--- src/spuPkg.sv ---
`default_nettype none

package spuPkg;

	// ------------------------------
	// Widths with a meaning
	// ------------------------------

	// One RAM or register data word
	typedef logic [15:0] word_t;
	// Sound RAM halfword address
	typedef logic [17:0] ramAddr_t;
	// CPU byte address inside the sound block
	typedef logic [9:0]  regAddr_t;

	// Transfer mode as held in control bits 5:4
	typedef enum logic [1:0] {
		ModeStop     = 2'd0,
		ModeManual   = 2'd1,
		ModeDmaWrite = 2'd2,
		ModeDmaRead  = 2'd3
	} xferMode_e;

	// Transfer engine FSM
	typedef enum logic [1:0] {
		StSlotWait   = 2'd0,
		StFifoWrite  = 2'd1,
		StDmaPresent = 2'd2
	} engineState_e;

	// ------------------------------
	// Register map
	// ------------------------------
	localparam regAddr_t RegIrqAddr  = 10'h1A4;
	localparam regAddr_t RegXferAddr = 10'h1A6;
	localparam regAddr_t RegXferFifo = 10'h1A8;
	localparam regAddr_t RegCtrl     = 10'h1AA;
	localparam regAddr_t RegStat     = 10'h1AE;

	// Bit positions in control and status
	localparam int CtrlIrqEnableBit = 6;
	localparam int StatBusyBit      = 10;
	localparam int StatIrqBit       = 6;
	// Mode field, same place in both registers
	localparam int ModeMsb          = 5;
	localparam int ModeLsb          = 4;

	// ------------------------------
	// Bundles
	// ------------------------------

	// CPU side strobes, no handshake
	typedef struct packed {
		logic     cs;
		logic     rd;
		logic     wr;
		regAddr_t addr;
		word_t    wdata;
	} cpuBus_t;

	// One sound RAM access
	typedef struct packed {
		ramAddr_t addr;
		logic     read;
		logic     write;
		word_t    wdata;
	} ramReq_t;

	// Register block to transfer engine
	typedef struct packed {
		xferMode_e mode;
		logic      loadAddr;
		word_t     startAddr;
	} xferCtrl_t;

endpackage

`default_nettype wire

--- src/spuRegs.sv ---
`timescale 1ns/1ps
`default_nettype none

module spuRegs import spuPkg::*; (
	input  wire logic      i_clk,
	input  wire logic      i_rstN,

	// CPU register port
	input  wire cpuBus_t   i_cpu,

	// RAM access seen by the engine, watched for the IRQ address
	input  wire ramReq_t   i_ram,
	// Transfer busy level from the engine
	input  wire logic      i_busy,

	output xferCtrl_t      o_ctrl,
	output logic           o_cpuPush,
	output word_t          o_dataOut,
	output logic           o_dataOutValid,
	output logic           o_irq
);

	// Qualified strobes
	logic  cpuWr;
	logic  cpuRd;

	// Register contents
	word_t irqAddr;
	word_t startAddr;
	word_t ctrlReg;
	logic  loadAddr;

	// Interrupt
	logic  irqFlag;
	logic  irqEnable;
	logic  irqHit;

	// Read path
	word_t statWord;
	word_t readMux;

	assign cpuWr = i_cpu.cs & i_cpu.wr;
	assign cpuRd = i_cpu.cs & i_cpu.rd;

	// FIFO push straight from the decode, one per write strobe
	assign o_cpuPush = cpuWr && (i_cpu.addr == RegXferFifo);

	// ------------------------------
	// Register writes
	// ------------------------------
	always_ff @(posedge i_clk or negedge i_rstN) begin
		if (!i_rstN) begin
			irqAddr  <= '0;
			ctrlReg  <= '0;
			loadAddr <= 1'b0;
		end else begin
			// Load strobe lasts one cycle
			loadAddr <= 1'b0;
			if (cpuWr) begin
				case (i_cpu.addr)
					RegIrqAddr:  irqAddr  <= i_cpu.wdata;
					RegCtrl:     ctrlReg  <= i_cpu.wdata;
					RegXferAddr: loadAddr <= 1'b1;
					default:     ;
				endcase
			end
		end
	end

	// Start address, consumed by the engine on the cycle after the write
	always_ff @(posedge i_clk) begin
		if (cpuWr && (i_cpu.addr == RegXferAddr)) begin
			startAddr <= i_cpu.wdata;
		end
	end

	// Control bundle to the engine
	always_comb begin
		o_ctrl.mode      = xferMode_e'(ctrlReg[ModeMsb:ModeLsb]);
		o_ctrl.loadAddr  = loadAddr;
		o_ctrl.startAddr = startAddr;
	end

	// ------------------------------
	// Register reads
	// ------------------------------

	// Status is built live
	always_comb begin
		statWord                  = '0;
		statWord[StatBusyBit]     = i_busy;
		statWord[StatIrqBit]      = irqFlag;
		statWord[ModeMsb:ModeLsb] = ctrlReg[ModeMsb:ModeLsb];
	end

	always_comb begin
		case (i_cpu.addr)
			RegIrqAddr:  readMux = irqAddr;
			RegXferAddr: readMux = startAddr;
			RegCtrl:     readMux = ctrlReg;
			RegStat:     readMux = statWord;
			// FIFO port and unmapped offsets read as zero
			default:     readMux = '0;
		endcase
	end

	// Data lands one cycle after the strobe
	always_ff @(posedge i_clk) begin
		if (cpuRd) begin
			o_dataOut <= readMux;
		end
	end

	always_ff @(posedge i_clk or negedge i_rstN) begin
		if (!i_rstN) begin
			o_dataOutValid <= 1'b0;
		end else begin
			o_dataOutValid <= cpuRd;
		end
	end

	// ------------------------------
	// RAM address interrupt
	// ------------------------------
	assign irqEnable = ctrlReg[CtrlIrqEnableBit];

	// Compare on word granularity, low 2 bits dropped
	assign irqHit = irqEnable && (i_ram.read || i_ram.write)
		&& (i_ram.addr[17:2] == irqAddr);

	// Sticky until enable goes low
	always_ff @(posedge i_clk or negedge i_rstN) begin
		if (!i_rstN) begin
			irqFlag <= 1'b0;
		end else if (!irqEnable) begin
			irqFlag <= 1'b0;
		end else if (irqHit) begin
			irqFlag <= 1'b1;
		end
	end

	assign o_irq = irqFlag;

endmodule

`default_nettype wire

--- src/spuTransferEngine.sv ---
`timescale 1ns/1ps
`default_nettype none

module spuTransferEngine import spuPkg::*; #(
	parameter int SlotPeriod = 8
) (
	input  wire logic      i_clk,
	input  wire logic      i_rstN,
	input  wire xferCtrl_t i_ctrl,

	// FIFO side
	input  wire logic      i_fifoEmpty,
	input  wire logic      i_fifoFull,
	input  wire word_t     i_fifoData,

	// RAM read data, one cycle after o_ram.read
	input  wire word_t     i_ramData,
	input  wire logic      i_dmaAck,

	output logic           o_fifoPop,
	output logic           o_dmaPush,
	output ramReq_t        o_ram,
	output logic           o_dmaReq,
	output word_t          o_dmaData,
	output logic           o_busy
);

	localparam int CntWidth = $clog2(SlotPeriod + 1);
	localparam logic [CntWidth-1:0] CntReload = CntWidth'(SlotPeriod - 1);

	logic [CntWidth-1:0] slotCnt;
	logic                slot;

	engineState_e        state;
	engineState_e        stateNext;

	// Current transfer address and the word in flight to RAM
	ramAddr_t            curAddr;
	word_t               wrWord;

	logic                isFifoMode;
	logic                isDmaWrite;
	logic                isDmaRead;
	logic                incAddr;
	logic                dmaPulse;

	// Mode decode
	assign isDmaWrite = (i_ctrl.mode == ModeDmaWrite);
	assign isDmaRead  = (i_ctrl.mode == ModeDmaRead);
	// FIFO drains in manual and DMA write
	assign isFifoMode = (i_ctrl.mode == ModeManual) || isDmaWrite;

	// ------------------------------
	// Slot timing
	// ------------------------------

	// Stand-in for the free RAM cycles, one every SlotPeriod clocks
	always_ff @(posedge i_clk or negedge i_rstN) begin
		if (!i_rstN) begin
			slotCnt <= CntReload;
		end else if (slotCnt == '0) begin
			slotCnt <= CntReload;
		end else begin
			slotCnt <= slotCnt - 1'b1;
		end
	end

	assign slot = (slotCnt == '0);

	// ------------------------------
	// FSM
	// ------------------------------
	always_ff @(posedge i_clk or negedge i_rstN) begin
		if (!i_rstN) begin
			state <= StSlotWait;
		end else begin
			state <= stateNext;
		end
	end

	always_comb begin
		stateNext     = state;
		o_fifoPop     = 1'b0;
		incAddr       = 1'b0;
		dmaPulse      = 1'b0;
		o_ram.addr    = curAddr;
		o_ram.read    = 1'b0;
		o_ram.write   = 1'b0;
		o_ram.wdata   = wrWord;
		case (state)
			StSlotWait: begin
				// Drain in the FIFO modes and read in DMA read
				if (slot && isFifoMode && !i_fifoEmpty) begin
					o_fifoPop = 1'b1;
					stateNext = StFifoWrite;
				end else if (slot && isDmaRead) begin
					o_ram.read = 1'b1;
					stateNext  = StDmaPresent;
				end
			end
			StFifoWrite: begin
				// Popped word goes out, then step the address
				o_ram.write = 1'b1;
				incAddr     = 1'b1;
				stateNext   = StSlotWait;
			end
			StDmaPresent: begin
				// RAM word valid now
				dmaPulse  = isDmaRead;
				// No ack means same address again next slot
				incAddr   = isDmaRead && i_dmaAck;
				stateNext = StSlotWait;
			end
			default: stateNext = StSlotWait;
		endcase
	end

	// Hold the popped word for the write cycle
	always_ff @(posedge i_clk) begin
		if (o_fifoPop) begin
			wrWord <= i_fifoData;
		end
	end

	// Address load wins over increment
	always_ff @(posedge i_clk or negedge i_rstN) begin
		if (!i_rstN) begin
			curAddr <= '0;
		end else if (i_ctrl.loadAddr) begin
			curAddr <= {i_ctrl.startAddr, 2'b00};
		end else if (incAddr) begin
			curAddr <= curAddr + 1'b1;
		end
	end

	// ------------------------------
	// DMA side
	// ------------------------------

	// Level while room in DMA write, single pulse in DMA read
	assign o_dmaReq  = dmaPulse || (isDmaWrite && !i_fifoFull);
	// FIFO drops it when full
	assign o_dmaPush = isDmaWrite && i_dmaAck;
	assign o_dmaData = i_ramData;

	assign o_busy    = !i_fifoEmpty || isDmaRead;

endmodule

`default_nettype wire

--- src/spuTransferFifo.sv ---
`timescale 1ns/1ps
`default_nettype none

module spuTransferFifo import spuPkg::*; #(
	parameter int FifoDepthLog2 = 5
) (
	input  wire logic   i_clk,
	input  wire logic   i_rstN,
	input  wire logic   i_push,
	input  wire logic   i_pop,
	input  wire word_t  i_data,
	output word_t       o_data,
	output logic        o_full,
	output logic        o_empty
);

	localparam int Depth = 1 << FifoDepthLog2;

	// Storage
	word_t mem [Depth];

	// Extra MSB on each pointer tells full from empty
	logic [FifoDepthLog2:0] wrPtr;
	logic [FifoDepthLog2:0] rdPtr;

	logic doPush;
	logic doPop;

	// Push on full and pop on empty are dropped
	assign doPush = i_push && !o_full;
	assign doPop  = i_pop && !o_empty;

	always_ff @(posedge i_clk or negedge i_rstN) begin
		if (!i_rstN) begin
			wrPtr <= '0;
			rdPtr <= '0;
		end else begin
			if (doPush) begin
				wrPtr <= wrPtr + 1'b1;
			end
			if (doPop) begin
				rdPtr <= rdPtr + 1'b1;
			end
		end
	end

	always_ff @(posedge i_clk) begin
		if (doPush) begin
			mem[wrPtr[FifoDepthLog2-1:0]] <= i_data;
		end
	end

	// Head word always visible
	assign o_data  = mem[rdPtr[FifoDepthLog2-1:0]];

	assign o_empty = (wrPtr == rdPtr);
	// Same slot, wrapped once
	assign o_full  = (wrPtr[FifoDepthLog2] != rdPtr[FifoDepthLog2])
		&& (wrPtr[FifoDepthLog2-1:0] == rdPtr[FifoDepthLog2-1:0]);

endmodule

`default_nettype wire

--- src/spuTransferTop.sv ---
`timescale 1ns/1ps
`default_nettype none

module spuTransferTop import spuPkg::*; #(
	parameter int FifoDepthLog2 = 5,
	parameter int SlotPeriod    = 8
) (
	input  wire logic    i_clk,
	input  wire logic    i_rstN,

	// CPU port
	input  wire cpuBus_t i_cpu,
	output word_t        o_dataOut,
	output logic         o_dataOutValid,
	output logic         o_irq,

	// DMA pair
	output logic         o_dmaReq,
	input  wire logic    i_dmaAck,

	// Sound RAM
	output ramReq_t      o_ram,
	input  wire word_t   i_ramData
);

	xferCtrl_t xferCtrl;

	logic      cpuPush;
	logic      dmaPush;
	logic      fifoPush;
	logic      fifoPop;
	logic      fifoFull;
	logic      fifoEmpty;
	logic      busy;

	word_t     fifoData;
	word_t     regData;
	word_t     dmaData;

	// ------------------------------
	// Register block
	// ------------------------------
	spuRegs regsInst (
		.i_clk          (i_clk),
		.i_rstN         (i_rstN),
		.i_cpu          (i_cpu),
		.i_ram          (o_ram),
		.i_busy         (busy),
		.o_ctrl         (xferCtrl),
		.o_cpuPush      (cpuPush),
		.o_dataOut      (regData),
		.o_dataOutValid (o_dataOutValid),
		.o_irq          (o_irq)
	);

	// CPU and DMA share the write data bus, never both at once
	assign fifoPush = cpuPush | dmaPush;

	spuTransferFifo #(
		.FifoDepthLog2 (FifoDepthLog2)
	) fifoInst (
		.i_clk   (i_clk),
		.i_rstN  (i_rstN),
		.i_push  (fifoPush),
		.i_pop   (fifoPop),
		.i_data  (i_cpu.wdata),
		.o_data  (fifoData),
		.o_full  (fifoFull),
		.o_empty (fifoEmpty)
	);

	spuTransferEngine #(
		.SlotPeriod (SlotPeriod)
	) engineInst (
		.i_clk       (i_clk),
		.i_rstN      (i_rstN),
		.i_ctrl      (xferCtrl),
		.i_fifoEmpty (fifoEmpty),
		.i_fifoFull  (fifoFull),
		.i_fifoData  (fifoData),
		.i_ramData   (i_ramData),
		.i_dmaAck    (i_dmaAck),
		.o_fifoPop   (fifoPop),
		.o_dmaPush   (dmaPush),
		.o_ram       (o_ram),
		.o_dmaReq    (o_dmaReq),
		.o_dmaData   (dmaData),
		.o_busy      (busy)
	);

	// RAM word on the bus during the DMA read pulse
	assign o_dataOut = (o_dmaReq && (xferCtrl.mode == ModeDmaRead)) ? dmaData : regData;

endmodule

`default_nettype wire

--- config.mk ---
export PLATFORM = sky130hd
export DESIGN_NAME = spuTransferTop
export DESIGN_NICKNAME = d
export VERILOG_FILES = /design/src/spuPkg.sv /design/src/spuRegs.sv /design/src/spuTransferEngine.sv /design/src/spuTransferFifo.sv /design/src/spuTransferTop.sv
export SDC_FILE = /design/constraint.sdc
export NUM_CORES = 1
export LEC_CHECK = 0
export ABC_AREA = 0
export BUFFER_PORTS_ARGS = -buffer_cell sky130_fd_sc_hd__buf_2
export CORE_UTILIZATION = 50
export CTS_CLUSTER_SIZE = 24
export DETAILED_ROUTE_END_ITERATION = 6
export HOLD_SLACK_MARGIN = 0.15
export PLACE_DENSITY_LB_ADDON = 0.15
export SETUP_SLACK_MARGIN = 0.4
export SLEW_MARGIN = 10
export SYNTH_ARGS = -nofsm -noshare
export SYNTH_HDL_FRONTEND = slang
export SYNTH_HIERARCHICAL = 1
export SYNTH_SLANG_ARGS = --single-unit
--- constraint.sdc ---
create_clock -name i_clk -period 4.2 [get_ports i_clk]
set_input_delay 0.63 -clock i_clk [delete_from_list [all_inputs] [get_ports i_clk]]
set_output_delay 0.63 -clock i_clk [all_outputs]
set_load 0.02 [all_outputs]
==> qor.txt, run 1 <==
Diode count - 0
Async SR Flop Fraction - 0.113
First-pass GRT wire length - 84600 um
Placement Cell Area - 26300 um2
Hold Vio Cnt, Final - 0
Tightest Pin Transition - 998 ps
Worst-skew pair later-pin latency - 590 ps
Vias in the first global route - 12600
Critical Path Start - fifoInst/wrPtr[2]
Peak VDD IR - 0.000286 V
Finished Layout Cells - 2124
Final min period - 3550 ps
Hold buffers post-CTS - 0
Synthesized area - 25200 um2
RSZ-0062 raised after global routing - no
Root Driver - clkbuf_16
P_int - 10.2 mW
Final Cell Area - 28400 um2
Crit path kind - flop to output port
Total CTS buffers - 66
Startpoint Class - flop
Placed Cells - 2004
Post-synth EDFFs - 560
Largest net degree at the start of global routing - 132
Worst Path Arrival - 2920 ps
Cell count after synthesis - 1272
Logic pwr share - 0.029
Initial antenna violation count - 0
CP required - 3570 ps
Reg-to-reg startpoint - fifoInst/rdPtr[0]
Global-route track usage on met2 - 0.355
Slowest cell on crit path - dfrtp_1
Fin Clk Skew - 18.3 ps
Seq/Total Area, Yosys - 0.739
Total GRT Usage - 0.232
Ordered cell list for the critical path - xor2_1, nor3_2, and2_1, o21ai_0, nand3_4, mux2_4, buf_2
Psw - 2.58 mW
RePlAce Congestion - 0.836
Cells on worst reg2reg path - 4
DRC viols - 0
DR vias - 12500
Nets - 1468
Synth Register Bits - 631
Largest stage delay, worst path - 650 ps
I/O pin cnt - 103
Worst-path clk slew - 60 ps
Slew Limit Headroom - 0.335
Clock Sinks - 631
Synth cell types - 62
Die width - 226 um
Routed wire length - 57300 um
GRT met1 Usage - 0.350
Most used flip-flop cell after synthesis - edfxtp_1
Die area - 51200 um2
Initial DRC count - 1247
Fmax - 0.282 GHz
Worst Path Max Fanout - 16
Crit share post-route - 0.846
HP Class - input pin to asynchronous set/reset pin
CP Capture Type - output port
Area growth syn-to-layout - 12.9%
Reg-to-Reg End - engineInst/wrWord[0]
Number of max-cap violations - 0
CTS Buffer Depth - 3
Setup violations, final - 0
CTS tree - yes
Gr ovfl total - 0
Sequential power share - 0.536
Power density over the cells - 451 nW/um2
H-Tree Depth - 3
Final Power - 12.8 mW
Die height - 226 um
HPWL Detailed - 34200 um
Routing usage on met3 - 0.0352
Port Buffer Count - 102
DRT antenna net count - 0
Switching Share - 0.201
Mean post-synth cell area - 19.8 um2
Ys Warns - 6
Leakage power - 9.59 nW
Total core area - 49300 um2
Post-Route Setup TNS - 0 ps
WL/cell - 27.0 um
Slew Limit Fails - 0
R2r setup slk - 1450 ps
Layout fillers - 3720
First-pass iteration count of the detailed router - 6
GR peak layer - met2
Worst hold slack - 177 ps
Syn_nets - 1332
Clock power share - 0.435
Num rows - 81
Status - completed
Initial Util - 0.511
Fraction of layout instances using a drive strength above 1 - 0.301
Vias per cell - 5.90
[per-layer routing]
metal,part of all wire,vias up,wire [um]
met5,0,-,0
met4,0.013,0,770
met3,0.061,54,3480
met2,0.47,442,27100
met1,0.45,6578,25900
li1,-,5459,-
[flip-flops by register name, summed over array words and instances (netlist names)]
signal,count
engineInst/curAddr,18
engineInst/slotCnt,4
engineInst/state,2
engineInst/wrWord,16
fifoInst/mem,512
fifoInst/rdPtr,6
fifoInst/wrPtr,6
regsInst/ctrlReg,16
regsInst/irqAddr,16
regsInst/loadAddr,1
regsInst/o_dataOut,16
regsInst/o_dataOutValid,1
regsInst/o_irq,1
regsInst/startAddr,16
[cells in the final DEF, fill, tap and decap left out, types with 3 or more instances in the layout]
cell       synthesis  routed
inv_1             28      28
nand2_1           32      32
clkinv_1           0      12
o22ai_1           64      64
nand2b_1           3       3
buf_4             23      44
mux2_2            31      31
a31oi_1            5       5
a222oi_1          12      12
dfstp_2            3       3
mux2_4            20      20
nand3_1           13      13
mux2i_1            5       5
edfxtp_1         560     560
xnor2_1           16      16
and2_1             5       5
clkbuf_16          0      73
nor3b_1            3       3
nand3b_1           6       6
nand4_1            7       7
or3_1              7       7
o21ai_0           16      16
nor2_1            47      47
clkbuf_1          18      18
xor2_1            27      27
mux4_1             5       5
or3b_2             3       3
mux4_2           123     123
and3_1             4       4
clkinv_2           0      12
ha_1              12      12
dfrtp_1           68      64
nor3_1             9       7
and4bb_2           3       3
nor4_1            22      22
buf_2             20     101
[cells in the mapped netlist (4+ instances only)]
library cell | instances | share of area
and2_1 | 5 | 0.0012
mux2_4 | 20 | 0.012
mux2_2 | 31 | 0.014
buf_6 | 12 | 0.0054
nand4_1 | 7 | 0.0017
xnor2_1 | 16 | 0.0056
nor3_1 | 9 | 0.0018
edfxtp_1 | 560 | 0.67
o21ai_0 | 16 | 0.0032
or3_1 | 7 | 0.0017
mux4_2 | 123 | 0.11
mux2i_1 | 5 | 0.0020
a222oi_1 | 12 | 0.0048
clkbuf_1 | 18 | 0.0027
nor2_1 | 47 | 0.0070
xor2_1 | 27 | 0.0094
and3_1 | 4 | 0.00099
nor4_1 | 22 | 0.0055
inv_1 | 28 | 0.0042
mux4_1 | 5 | 0.0052
dfrtp_1 | 68 | 0.068
o22ai_1 | 64 | 0.016
nand3b_1 | 6 | 0.0018
buf_2 | 20 | 0.0040
nand3_1 | 13 | 0.0026
ha_1 | 12 | 0.0060
nand2_1 | 32 | 0.0048
a31oi_1 | 5 | 0.0012
buf_4 | 23 | 0.0069
[layout make-up]
cell class / instances / area, um2 / area share
tap: 664 / 831 / 0.0292
clock inverter: 27 / 151 / 0.00533
timing repair buffer: 147 / 876 / 0.0308
inverter: 28 / 105 / 0.00370
multi-input combinational: 534 / 5920 / 0.208
clock buffer: 93 / 1920 / 0.0676
sequential: 631 / 18600 / 0.655
[cell families (layout without fill, tap and decap cells)]
| kind of cell | count (synthesis) | count (layout) | share of synthesized area |
|---|---|---|---|
| DFF | 631 | 631 | 0.739 |
| muxes | 184 | 184 | 0.143 |
| and+or+nand+nor | 181 | 181 | 0.0398 |
| AOI/OAI and AO/OA | 114 | 114 | 0.0310 |
| buffers and inverters | 107 | 295 | 0.0262 |
| xor gates and xnor gates | 43 | 43 | 0.0150 |
| adders and majority gates | 12 | 12 | 0.00597 |
[worst max-delay path, delay by kind of cell, from the launching register on]
kind | cells | cell delay, ps
compound gates | 1 | 320
flops | 1 | 650
mux | 1 | 400
simple gates | 3 | 580
xor+xnor | 1 | 220
buf+inv | 1 | 160
[worst max path at each step]
stage | end | slack [ps] | cells past startpoint
global placement | fifoInst/mem[28][14] | 780 | 8
detailed placement | fifoInst/mem[20][1] | 720 | 8
finish | o_dataOut[12] | 650 | 7
global route | o_dataOut[6] | 420 | 7
floorplan | fifoInst/mem[30][0] | 1140 | 6
CTS | o_dataOut[1] | 490 | 7
[power groups by stage]
| stage | Combinational, mW | Clock (mW) | Sequential, mW |
|---|---|---|---|
| after global placement | 0.374 | 0 | 6.99 |
| after detailed placement | 0.380 | 0 | 6.99 |
| after CTS | 0.380 | 5.66 | 6.86 |
| after floorplan | 0.203 | 0 | 6.99 |
| after global routing | 0.403 | 5.90 | 6.86 |
| final | 0.373 | 5.57 | 6.86 |
[timing repair]
item / in CTS / in global routing
buffers inserted: 0 / 0
endpoints found under the setup margin: 0 / 16
resized for setup: 0 / 3
[metrics by stage]
step                       util  setup slack, ps
after global placement    0.535              776
after detailed placement  0.535              719
after floorplan               -             1140
final                     0.577              648
after CTS                 0.577              491
after global routing      0.577              418
Note: power is estimated with default switching activity, not from simulation.
==> run 2, diff against run 1 <==
==> constraint.sdc (replaced) <==
create_clock -name i_clk -period 3.1 [get_ports i_clk]
set_input_delay 0.465 -clock i_clk [delete_from_list [all_inputs] [get_ports i_clk]]
set_output_delay 0.465 -clock i_clk [all_outputs]
set_load 0.02 [all_outputs]
==> run 2 against run 1 <==
Clock skew is 1.7 ps higher. Power is 35% higher. Routed wire length is 4.7% higher.
==> qor.txt, run 2 (same netlist as run 1, synthesis figures left out) <==
Status - completed
Nets - 1518
Number of max-cap violations - 0
Leakage power - 9.91 nW
Fmax - 0.333 GHz
Total CTS buffers - 60
Slew Limit Fails - 0
Routed wire length - 60000 um
Slowest cell on crit path - dfrtp_1
Die area - 51200 um2
Initial DRC count - 1307
WL/cell - 27.6 um
Worst hold slack - 316 ps
Worst Path Max Fanout - 8
GR peak layer - met2
Setup violations, final - 0
Root Driver - clkbuf_16
H-Tree Depth - 2
First-pass GRT wire length - 87400 um
Worst-skew pair later-pin latency - 630 ps
DR vias - 12900
Reg-to-reg startpoint - fifoInst/rdPtr[4]
Cells on worst reg2reg path - 8
Total GRT Usage - 0.239
Most frequent cells in the layout - edfxtp_1, mux4_2, buf_4, buf_2
Crit share post-route - 0.968
RSZ-0062 raised after global routing - yes
Num rows - 81
Total core area - 49300 um2
Crit path kind - flop to output port
Placement Cell Area - 26700 um2
Area growth syn-to-layout - 15.8%
Initial Util - 0.511
Ordered cell list for the critical path - xor2_2, nor3_2, and2_4, o21ai_4, nand3_4, buf_12, buf_16, mux2_4, buf_6
RePlAce Congestion - 0.825
Hold depth - 3
Startpoint Class - flop
Post-Route Setup TNS - 0 ps
Tightest Pin Transition - 977 ps
Largest net degree at the start of global routing - 91
Buf+Inv Stages, Crit Path - 3
Global-route track usage on met2 - 0.361
Gr ovfl total - 0
Largest stage delay, worst path - 410 ps
GRT met1 Usage - 0.357
Hold Vio Cnt, Final - 0
Vias per cell - 5.96
HP Class - input pin to flop
Worst Path Arrival - 2530 ps
CTS Buffer Depth - 3
Worst slack, placed - 97.2 ps
HPWL Detailed - 36000 um
Die width - 226 um
Most common cell after layout, fill and taps aside - edfxtp_1
Reg-to-Reg End - fifoInst/mem[31][10]
CP Capture Type - output port
Final min period - 3000 ps
Port Buffer Count - 102
Family with the most delay on the worst path - buffers and inverters
I/O pin cnt - 103
Final Cell Area - 29100 um2
First-pass iteration count of the detailed router - 5
Initial antenna violation count - 0
Peak VDD IR - 0.000453 V
CP required - 2630 ps
CTS tree - yes
Power density over the cells - 592 nW/um2
R2r setup slk - 590 ps
Worst Hold Endpoint - regsInst/o_dataOut[6]
Diode count - 0
DRC viols - 0
Worst-path clk slew - 60 ps
Routing usage on met3 - 0.0429
Worst hold start - i_cpu[18]
DRT antenna net count - 0
Die height - 226 um
Slew Limit Headroom - 0.349
Fraction of layout instances using a drive strength above 1 - 0.336
Fin Clk Skew - 20.0 ps
Largest register FFs - 512
Final setup margin - 100 ps
Clock Sinks - 631
Vias in the first global route - 13000
==> run 2: how the worst max path moves through the flow <==
stage / start / to / slack, ps / depth (start not counted)
floorplan: i_cpu[16] / fifoInst/mem[30][0] / 200 / 6
global placement: i_cpu[16] / fifoInst/mem[19][7] / 140 / 8
global route: fifoInst/wrPtr[5] / o_dataOut[9] / 9 / 9
detailed placement: i_cpu[16] / fifoInst/mem[31][15] / 100 / 8
finish: fifoInst/rdPtr[4] / o_dataOut[6] / 100 / 9
CTS: fifoInst/rdPtr[5] / o_dataOut[14] / 50 / 9
==> run 2: cell type report <==
class / count / area, um2
multi-input combinational: 534 / 6040
fill: 3650 / 20100
inverter: 28 / 105
clock inverter: 37 / 367
sequential: 631 / 18600
tap: 664 / 831
timing repair buffer: 203 / 1580
clock buffer: 74 / 1620
==> run 2: worst reg2reg max path: cells and delay by family, from the launching register on <==
| kind | cells | cell delay [ps] |
|---|---|---|
| simple gates | 3 | 620 |
| buf+inv | 3 | 540 |
| flops | 1 | 410 |
| compound gates | 1 | 350 |
| xor+xnor | 1 | 260 |
==> run 2: stage by stage <==
step,util,total power [mW],cells
floorplan,-,9.75,1272
global placement,0.543,10.0,2041
detailed placement,0.543,10.0,2041
CTS,0.590,17.3,2167
global route,0.592,17.7,2171
finish,0.592,17.2,2171
==> run 2: power by group <==
group | total, mW | switching, mW | internal [mW]
Sequential | 9.29 | 0.0184 | 9.27
Clock | 7.39 | 3.12 | 4.27
Combinational | 0.564 | 0.358 | 0.205
==> run 2: repair_timing <==
item,in CTS,in global routing
pin swaps,9,6
setup endpoints to repair,17,25
resized for setup,49,13
setup buffers,13,3
hold buffers,1,0
hold endpoints to repair,40,0
cloned,1,1
==> run 2: layer usage <==
metal  wire length (um)  part of all wire  vias to the layer above
met2              28100              0.47                      516
met1              25900              0.43                     6783
met5                  0                 0                        -
met3               4390             0.073                       95
met4               1610             0.027                        0
li1                   -                 -                     5537
==> run 3, diff against run 2 <==
--- a/config.mk
+++ b/config.mk
@@ -7,6 +7,7 @@
 export LEC_CHECK = 0
 export ABC_AREA = 0
 export BUFFER_PORTS_ARGS = -buffer_cell sky130_fd_sc_hd__buf_2
+export CORE_MARGIN = 4
 export CORE_UTILIZATION = 50
 export CTS_CLUSTER_SIZE = 24
 export DETAILED_ROUTE_END_ITERATION = 6
==> run 3 against run 2 <==
Register-to-register slack got worse by 70 ps. Clock skew rose by 5.0 ps. Routed wire length barely moved. Sequential share of layout area barely moved. Design area barely moved. Power rose by 1.5%. Critical endpoint is now o_dataOut[3]. Highest routed layer unchanged.
==> qor.txt, run 3 (same netlist as run 1, synthesis figures left out) <==
Diode count - 0
RSZ-0062 raised after global routing - yes
Largest stage delay, worst path - 490 ps
CP required - 2630 ps
Worst Path Max Fanout - 8
Most common cell after layout, fill and taps aside - edfxtp_1
Root Driver - clkbuf_16
Die width - 232 um
Hold Vio Cnt, Final - 0
Startpoint Class - flop
Clock power share - 0.437
Slew Limit Headroom - 0.340
Worst-path clk slew - 60 ps
CP Capture Type - output port
Vias per cell - 5.97
Slew Limit Fails - 0
Leakage power - 9.94 nW
Placed Cells - 2036
Fraction of layout instances using a drive strength above 1 - 0.336
Switching Share - 0.203
Worst Path Arrival - 2520 ps
Number of max-cap violations - 0
CTS tree - yes
DR vias - 13000
Area growth syn-to-layout - 15.8%
Gr ovfl total - 0
First-pass iteration count of the detailed router - 7
Initial antenna violation count - 1
H-Tree Depth - 3
DRC viols - 0
Total CTS buffers - 66
Post-layout util - 0.590
Initial DRC count - 1351
P_int - 14.0 mW
Most frequent cells in the layout - edfxtp_1, mux4_2, buf_4, buf_2, clkbuf_16
Crit path kind - flop to output port
Fin Clk Skew - 24.9 ps
Initial Util - 0.510
DRT antenna net count - 0
Vias in the first global route - 13000
HPWL Detailed - 36200 um
Finished Layout Cells - 2171
Final setup margin - 114 ps
Ordered cell list for the critical path - xor2_2, nor3_2, and2_4, o21ai_4, nand3_4, buf_12, mux2_4, buf_6
Worst hold slack - 379 ps
Worst slack, placed - 251 ps
Largest register FFs - 512
Logic pwr share - 0.032
Sequential power share - 0.531
Post-Route Setup TNS - 0 ps
Nets - 1518
Fmax - 0.335 GHz
Slowest cell on crit path - dfrtp_4
Largest net degree at the start of global routing - 72
First-pass GRT wire length - 87900 um
Total GRT Usage - 0.224
Peak VDD IR - 0.000419 V
Port Buffer Count - 102
Status - completed
RePlAce Congestion - 0.815
WL/cell - 27.6 um
Final min period - 2990 ps
CTS Buffer Depth - 3
Tightest Pin Transition - 990 ps
Crit share post-route - 0.963
Die area - 54000 um2
Setup violations, final - 0
Clock Sinks - 631
Num rows - 81
HP Class - input pin to flop
I/O pin cnt - 103
Routed wire length - 59900 um
Power density over the cells - 601 nW/um2
Die height - 232 um
Psw - 3.55 mW
Worst-skew pair later-pin latency - 600 ps
Total core area - 49400 um2
## run 3: changes by cell type in the layout (fill, tap and decap cells not counted), moves of 4 or more
cell       before  now
xor2_1         22   26
buf_12         11    7
clkbuf_16      63   69
xor2_2          5    1
clkinv_1       16    8
clkbuf_1       10   16
## run 3: path summary, 6_finish.rpt
path	startpoint	to	slack, ps	cells past startpoint
min in group asynchronous	i_rstN	engineInst/curAddr[1]	470	2
max in group asynchronous	i_rstN	regsInst/ctrlReg[15]	1950	3
worst max register to register	fifoInst/rdPtr[2]	engineInst/wrWord[4]	520	6
worst min-delay path	i_cpu[25]	regsInst/o_dataOut[10]	380	3
worst max-delay path	fifoInst/rdPtr[1]	o_dataOut[3]	110	8
worst min register to register	engineInst/slotCnt[0]	engineInst/slotCnt[0]	470	1
## run 3: power by group through the flow
stage,Clock [mW],Sequential (mW),Combinational [mW]
5_1_grt,8.19,9.29,0.605
3_3_place_gp,0,9.47,0.527
4_1_cts,7.81,9.29,0.557
6_report,7.65,9.29,0.562
3_5_place_dp,0,9.47,0.535
2_1_floorplan,0,9.47,0.275
## run 3: timing repair
action / 4_1_cts / 5_1_grt
resized for setup: 49 / 8
endpoints found under the setup margin: 18 / 47
hold buffers: 1 / 0
buffers inserted: 8 / 7
hold endpoints to repair: 42 / 0
pin swaps: 4 / 4
cloned: 1 / 1
## run 3: worst max-delay path: cells and delay by family (launching register included)
family | cells | cell delay (ps)
AND/OR/NAND/NOR | 3 | 560
AO/OA/AOI/OAI | 1 | 60
buffers and inverters | 2 | 300
multiplexers | 1 | 310
flip-flops | 1 | 490
XOR/XNOR | 1 | 190
## run 3: layer usage
| metal | part of all wire | routed length, um | global-route usage | vias up |
|---|---|---|---|---|
| li1 | - | - | - | 5559 |
| met1 | 0.43 | 25800 | 0.331 | 6819 |
| met2 | 0.47 | 28100 | 0.336 | 500 |
| met3 | 0.074 | 4460 | 0.0566 | 91 |
| met4 | 0.027 | 1610 | 0.0605 | 0 |
| met5 | 0 | 0 | 0 | - |
## run 3: area by class of cell
class,count,area (um2)
well taps,664,831
multi-input cells,534,6020
fillers,3607,20200
clock inverters,29,289
repair buffers,197,1470
inverters,28,105
clock buffers,88,1820
flip-flops and latches,631,18600
## run 3: through the flow
step / instance area (um2) / total power [mW]
after floorplan: 25200 / 9.75
after global placement: 26700 / 10.0
after detailed placement: 26700 / 10.0
after CTS: 29000 / 17.7
after global routing: 29100 / 18.1
final: 29100 / 17.5
